`config.mk`:
```
export PLATFORM = sky130hd
export DESIGN_NAME = rv_ctrl
export DESIGN_NICKNAME = d
export VERILOG_FILES = /design/src/hdl/rv_pkg.sv /design/src/hdl/rv_ctrl.sv
export SDC_FILE = /design/constraint.sdc
export NUM_CORES = 1
export LEC_CHECK = 0
export BUFFER_PORTS_ARGS = -buffer_cell sky130_fd_sc_hd__buf_4
export CAP_MARGIN = 40
export CORE_MARGIN = 1
export CORE_UTILIZATION = 47
export CTS_CLUSTER_DIAMETER = 100
export DETAILED_ROUTE_END_ITERATION = 10
export PLACE_DENSITY = 0.81
export SLEW_MARGIN = 20
export SYNTH_ARGS = -nofsm -noshare
export SYNTH_HDL_FRONTEND = slang
export SYNTH_SLANG_ARGS = --single-unit
```
`constraint.sdc`:
```
create_clock -name clk -period 3 [get_ports clk]
set_input_delay 0.6 -clock clk [delete_from_list [all_inputs] [get_ports clk]]
set_output_delay 0.6 -clock clk [all_outputs]
set_load 0.03 [all_outputs]
```
`src/hdl/rv_pkg.sv`:
```
/* Shared types and constants for the RV32I subsystem: instruction formats,
   opcodes, ALU functions, Wishbone structs and the memory map */
package rv_pkg;

   // RAM size and boot vectors
   localparam int unsigned MEM_WORDS   = 1024;
   localparam int unsigned MEM_AW      = $clog2(MEM_WORDS);
   localparam logic [15:0] VEC_RESET   = 16'h0080;
   localparam logic [15:0] VEC_SP      = 16'h0084;
   localparam logic [4:0]  SP_INIT_REG = 5'd2;

   // Host side register map
   localparam logic [15:0] HOST_CTRL_BASE = 16'h8000;
   localparam logic [15:0] REG_CTRL       = 16'h0000;
   localparam logic [15:0] REG_STATUS     = 16'h0004;
   localparam logic [15:0] REG_RETIRED    = 16'h0008;

   typedef enum logic [6:0] {
      ALU_R  = 7'b0110011,
      ALU_I  = 7'b0010011,
      LOAD   = 7'b0000011,
      STORE  = 7'b0100011,
      BRANCH = 7'b1100011,
      JAL    = 7'b1101111,
      JALR   = 7'b1100111,
      LUI    = 7'b0110111,
      AUIPC  = 7'b0010111
   } opcode_e;

   // funct7[5] then funct3, EQ takes an unused slot
   typedef enum logic [3:0] {
      ADD  = 4'b0000,
      SLL  = 4'b0001,
      SLT  = 4'b0010,
      SLTU = 4'b0011,
      XOR  = 4'b0100,
      SRL  = 4'b0101,
      OR   = 4'b0110,
      AND  = 4'b0111,
      SUB  = 4'b1000,
      EQ   = 4'b1001,
      SRA  = 4'b1101
   } alu_fn_e;

   typedef union packed {
      struct packed {
         logic [6:0] funct7;
         logic [4:0] rs2;
         logic [4:0] rs1;
         logic [2:0] funct3;
         logic [4:0] rd;
         logic [6:0] opcode;
      } r;
      struct packed {
         logic [11:0] imm;
         logic [4:0]  rs1;
         logic [2:0]  funct3;
         logic [4:0]  rd;
         logic [6:0]  opcode;
      } i;
      struct packed {
         logic [6:0] imm_11_5;
         logic [4:0] rs2;
         logic [4:0] rs1;
         logic [2:0] funct3;
         logic [4:0] imm_4_0;
         logic [6:0] opcode;
      } s;
      struct packed {
         logic       imm_12;
         logic [5:0] imm_10_5;
         logic [4:0] rs2;
         logic [4:0] rs1;
         logic [2:0] funct3;
         logic [3:0] imm_4_1;
         logic       imm_11;
         logic [6:0] opcode;
      } b;
      struct packed {
         logic [19:0] imm_31_12;
         logic [4:0]  rd;
         logic [6:0]  opcode;
      } u;
      struct packed {
         logic       imm_20;
         logic [9:0] imm_10_1;
         logic       imm_11;
         logic [7:0] imm_19_12;
         logic [4:0] rd;
         logic [6:0] opcode;
      } j;
   } inst_u;

   typedef struct packed {
      opcode_e     opcode;
      logic [4:0]  rd;
      logic [4:0]  rs1;
      logic [4:0]  rs2;
      logic [2:0]  funct3;
      logic [31:0] imm;
      alu_fn_e     alu_fn;
      logic        sel_pc;
      logic        sel_imm;
      logic        legal;
   } dec_t;

   typedef struct packed {
      logic        cyc;
      logic        stb;
      logic        we;
      logic [15:0] adr;
      logic [31:0] dat;
      logic [3:0]  sel;
   } wb_req_t;

   typedef struct packed {
      logic        ack;
      logic [31:0] dat;
   } wb_rsp_t;

endpackage

```
`src/hdl/rv_ctrl.sv`:
```
/* Host register block: run control, status and retired count at the
   control base, everything else forwarded to RAM port B */
`timescale 1ns/1ps

module rv_ctrl import rv_pkg::*; (
   input  logic    clk,
   input  logic    i_rst_n,
   input  wb_req_t i_host,
   output wb_rsp_t o_host,
   output wb_req_t o_mem,
   input  wb_rsp_t i_mem,
   input  logic    i_running,
   input  logic    i_fault,
   input  logic    i_retire,
   output logic    o_run,
   output logic    o_clear_fault
);

   logic        is_reg;
   logic        reg_stb;
   logic        reg_ack;
   logic        run_wr;
   logic        restart;
   logic [15:0] offset;
   logic [31:0] reg_dat;
   logic [31:0] retired;

   assign is_reg  = (i_host.adr & HOST_CTRL_BASE) == HOST_CTRL_BASE;
   assign offset  = i_host.adr & ~HOST_CTRL_BASE;
   assign reg_stb = i_host.cyc && i_host.stb && is_reg && !reg_ack;
   assign run_wr  = reg_stb && i_host.we && i_host.sel[0] && (offset == REG_CTRL);
   // A fresh boot, either from stopped or out of a fault
   assign restart = run_wr && i_host.dat[0] && (!o_run || i_fault);

   // Memory path is purely combinational
   always_comb begin
      o_mem      = i_host;
      o_mem.cyc  = i_host.cyc && !is_reg;
      o_mem.stb  = i_host.stb && !is_reg;
      o_host.ack = is_reg ? reg_ack : i_mem.ack;
      o_host.dat = is_reg ? reg_dat : i_mem.dat;
   end

   always_ff @(posedge clk or negedge i_rst_n) begin
      if (!i_rst_n) begin
         reg_ack       <= 1'b0;
         o_run         <= 1'b0;
         o_clear_fault <= 1'b0;
         retired       <= '0;
      end else begin
         reg_ack       <= reg_stb;
         o_clear_fault <= run_wr && i_host.dat[0] && i_fault;
         if (run_wr) o_run <= i_host.dat[0];
         if (restart) retired <= '0;
         else if (i_retire) retired <= retired + 32'd1;
      end
   end

   always_ff @(posedge clk) begin
      if (reg_stb) begin
         case (offset)
            REG_CTRL:    reg_dat <= {31'b0, o_run};
            REG_STATUS:  reg_dat <= {30'b0, i_fault, i_running};
            REG_RETIRED: reg_dat <= retired;
            default:     reg_dat <= '0;
         endcase
      end
   end

   a_one_target: assert property (@(posedge clk) disable iff (!i_rst_n)
      !(o_mem.cyc && o_mem.stb && reg_ack));

endmodule

```
==> implementation parameters <==
Parameter                              Value

Worst hold path
  Worst min-delay path class    in -> async

GRT
  Number of global-route vias before repair    roughly 2800
  First-pass GRT wire length    12600 µm
  Remaining global-route overflow    0
  Global router's overall resource usage    0.186
  Largest net degree at the start of global routing    38
  Antenna violations before repair    0

Flow run
  Max-cap viol count    0

STA
  Worst-case headroom to the max-slew limit    0.652
  Achievable clock frequency    between 0.4 and 0.5 GHz
  Post-route clock period utilization    0.736
  Slew Viols, Final    0
  Final setup viols    0
  Count of final hold-check violations    0
  Fin Clk Skew    approximately 0.0059 ns
  Worst path setup slack after routing    0.791 ns
  Measured slew at the worst slew-check pin    between 0.5 and 0.6 ns
  Unrepaired setup endpoints after global routing    no
  Post-route minimum period    approximately 2.2 ns
  Setup TNS after final layout    0 ns

Setup path
  Family with the most delay on the worst path    simple AND/OR/NAND/NOR gates
  Delay of the slowest cell on the worst path    approximately 0.65 ns
  Total number of cells along the worst setup path    5
  Worst endpoint data arrival time    2.47 ns
  Reg2Reg Launch Point    retired[0]
  Worst setup path end    retired[24]
  Biggest fanout along the worst timing path    14
  Endpoint of the worst register-to-register path    retired[24]
  Slowest CP cell    sky130_fd_sc_hd__or4_4
  Number of cells traversed by the worst register-to-register path    5
  Crit path cell chain    ha_1 -> nand3_2 -> or4_4 -> or4_1 -> a21oi_1
  Kind of critical path    reg -> reg
  Launching element type of the critical path    flop
  Capturing element type of the critical path    flop
  Setup slack on the worst flop-to-flop path    a little under 0.8 ns
  Crit path required time    roughly 3.3 ns
  Worst setup path start    retired[0]
  Sum of buffers and inverters on the critical path    0

Floorplanning
  Row Count    32
  Initial Util    0.491
  Floorplan Core Area    between 0.007 and 0.008 mm²
  Number of I/O pins    roughly 180
  Chip width    just over 90 µm
  Die area    0.00857 mm²
  Die Ht    just over 90 µm

Final layout
  Fraction of final layout cells with drive strength greater than 1    0.408
  Final-stage net count    approximately 500
  Antenna Cells    0
  Most frequent cells in the layout    117 x sky130_fd_sc_hd__buf_4, 35 x sky130_fd_sc_hd__dfrtp_1, 34 x sky130_fd_sc_hd__mux2_2
  Number of standard cells in the layout, taps in and fillers out    between 500 and 600
  Area grow syn2layout    20.6%
  Most common library cell in the layout ignoring fill and taps    sky130_fd_sc_hd__buf_4

Place
  Final RePlAce weighted congestion    around 0.8
  Post-detailed-placement half-perimeter wirelength    roughly 5500 µm
  Placement Setup Slack    about 0.67 ns
  Count of port buffers added during placement    114
  Post-Place Cells    between 500 and 600

Routing
  Final antenna-violating net count    0
  Mean routed wirelength per cell    between 10 and 15 µm
  Drt initial violations    around 190
  DRT Wirelength    ~7600 µm
  Total iterations of the first detailed-routing run    4
  DRC viols    0
  Avg Vias per Cell    approximately 5.4
  Via total after detailed routing    around 2900

Clock network
  Post-CTS clock slew at the launch and capture registers of the worst setup and hold paths    approximately 0.07 ns
  # resized after CTS    0
  Sinks on the clock net    67
  Post-CTS setup repair buffer count    0
  Number of buffers created by CTS    9
  Deepest level of the CTS H-tree    3
  Clock Root Buffer    sky130_fd_sc_hd__clkbuf_8
  Clock tree from TritonCTS    done
  Maximum count of clock buffers along a single path    2
  Number of buffers inserted for hold repair after clock tree synthesis    0
  Clk Latency, worst-skew pair    between 0.3 and 0.4 ns

Synthesis
  Syn. warnings    0
  Distinct cells, synth    35
  Synthesized net count    455
  Fraction of post-synthesis cell area in the top cell type by area    0.249
  Syn Area/Cell    10.7 µm²
  Gate count of the mapped netlist    361
  Number of synthesized register bits    67
  Share of the yosys chip area belonging to registers    0.476
  Post-synthesis cell area    0.00386 mm²
  Synth area leaders    sky130_fd_sc_hd__edfxtp_1 25%, sky130_fd_sc_hd__dfrtp_1 23%, sky130_fd_sc_hd__buf_4 11%
  Cell taking the most area after synthesis    sky130_fd_sc_hd__edfxtp_1

Power
  Leakage power total    0.00189 µW
  Power Density    518 mW/mm²
  Peak supply drop    around 300 µV

Outcome
  Status    complete, no violations
routing by layer:
layer | routed length [µm] | global-route usage
met5 | 0 | 0
met3 | 559 | 0.0394
met4 | 218 | 0.0911
met1 | 3050 | 0.226
met2 | 3820 | 0.312
logic make-up (layout without fill, tap and decap cells):
| group | Yosys count | after routing | share of synthesized area |
|---|---|---|---|
| AND/OR/NAND/NOR | 130 | 130 | 0.200 |
| buffers and inverters | 75 | 138 | 0.126 |
| flip-flops | 67 | 67 | 0.476 |
| AO/OA/AOI/OAI | 39 | 39 | 0.0600 |
| multiplexers | 36 | 36 | 0.104 |
| XOR/XNOR | 13 | 13 | 0.0295 |
| adder cells (fa/ha/maj) | 1 | 1 | 0.00324 |
through the flow:
stage / power (µW) / utilization / cell area [µm²] / hold slack, ns
5_1_grt: 2510 / 0.592 / 4650 / 0.222
3_5_place_dp: 1520 / 0.561 / 4400 / 0.538
2_1_floorplan: 1440 / - / 3860 / 0.304
4_1_cts: 2430 / 0.592 / 4650 / 0.209
6_report: 2410 / 0.592 / 4650 / 0.201
3_3_place_gp: 1500 / 0.561 / 4400 / 0.529
sequential cells by signal, summed over array words and instances, names as in the netlist:
| signal | cells |
|---|---|
| reg_dat | 32 |
| retired | 32 |
| reg_ack | 1 |
| o_clear_fault | 1 |
| o_run | 1 |
cells in the mapped netlist:
cell and count:
sky130_fd_sc_hd__and4b_1 1, sky130_fd_sc_hd__o41ai_1 3, sky130_fd_sc_hd__buf_1 3, sky130_fd_sc_hd__nor2b_1 5, sky130_fd_sc_hd__nor2_1 22, sky130_fd_sc_hd__nand4_4 1, sky130_fd_sc_hd__nor3_1 5, sky130_fd_sc_hd__o21ai_0 6
sky130_fd_sc_hd__xor2_1 5, sky130_fd_sc_hd__nand3b_1 1, sky130_fd_sc_hd__nor4_1 5, sky130_fd_sc_hd__edfxtp_1 32, sky130_fd_sc_hd__or4_4 1, sky130_fd_sc_hd__or4_1 12, sky130_fd_sc_hd__buf_2 2, sky130_fd_sc_hd__ha_1 1
sky130_fd_sc_hd__clkbuf_1 11, sky130_fd_sc_hd__or4b_2 1, sky130_fd_sc_hd__nand4_1 8, sky130_fd_sc_hd__and2_1 30, sky130_fd_sc_hd__inv_1 5, sky130_fd_sc_hd__or3_1 6, sky130_fd_sc_hd__and4_1 5, sky130_fd_sc_hd__a21oi_1 20
sky130_fd_sc_hd__mux2i_1 2, sky130_fd_sc_hd__nand3_2 1, sky130_fd_sc_hd__nand4_2 1, sky130_fd_sc_hd__nand3_1 7, sky130_fd_sc_hd__dfrtp_1 35, sky130_fd_sc_hd__o31ai_1 10, sky130_fd_sc_hd__mux2_2 34, sky130_fd_sc_hd__xnor2_1 8
sky130_fd_sc_hd__and3_1 3, sky130_fd_sc_hd__buf_4 54, sky130_fd_sc_hd__nand2_1 15
worst min path at each step:
| stage | to | depth (start not counted) |
|---|---|---|
| 2_1_floorplan | o_clear_fault | 0 |
| 3_3_place_gp | retired[31] | 2 |
| 3_5_place_dp | retired[31] | 2 |
| 4_1_cts | retired[20] | 1 |
| 5_1_grt | retired[23] | 1 |
| 6_report | retired[24] | 1 |
report_power, final:
group | switching, µW | internal (µW) | total [µW]
Sequential | 79.6 | 1020 | 1100
Combinational | 214 | 188 | 401
Clock | 334 | 576 | 910
layout make-up:
| class | instances | area (µm²) |
|---|---|---|
| clock inverter | 6 | 113 |
| inverter | 5 | 18.8 |
| fill | 661 | 3200 |
| clock buffer | 10 | 138 |
| multi-input combinational | 219 | 1540 |
| sequential | 67 | 1840 |
| timing repair buffer | 117 | 878 |
| tap | 102 | 128 |
No activity file was read; power rests on OpenSTA's default activity.
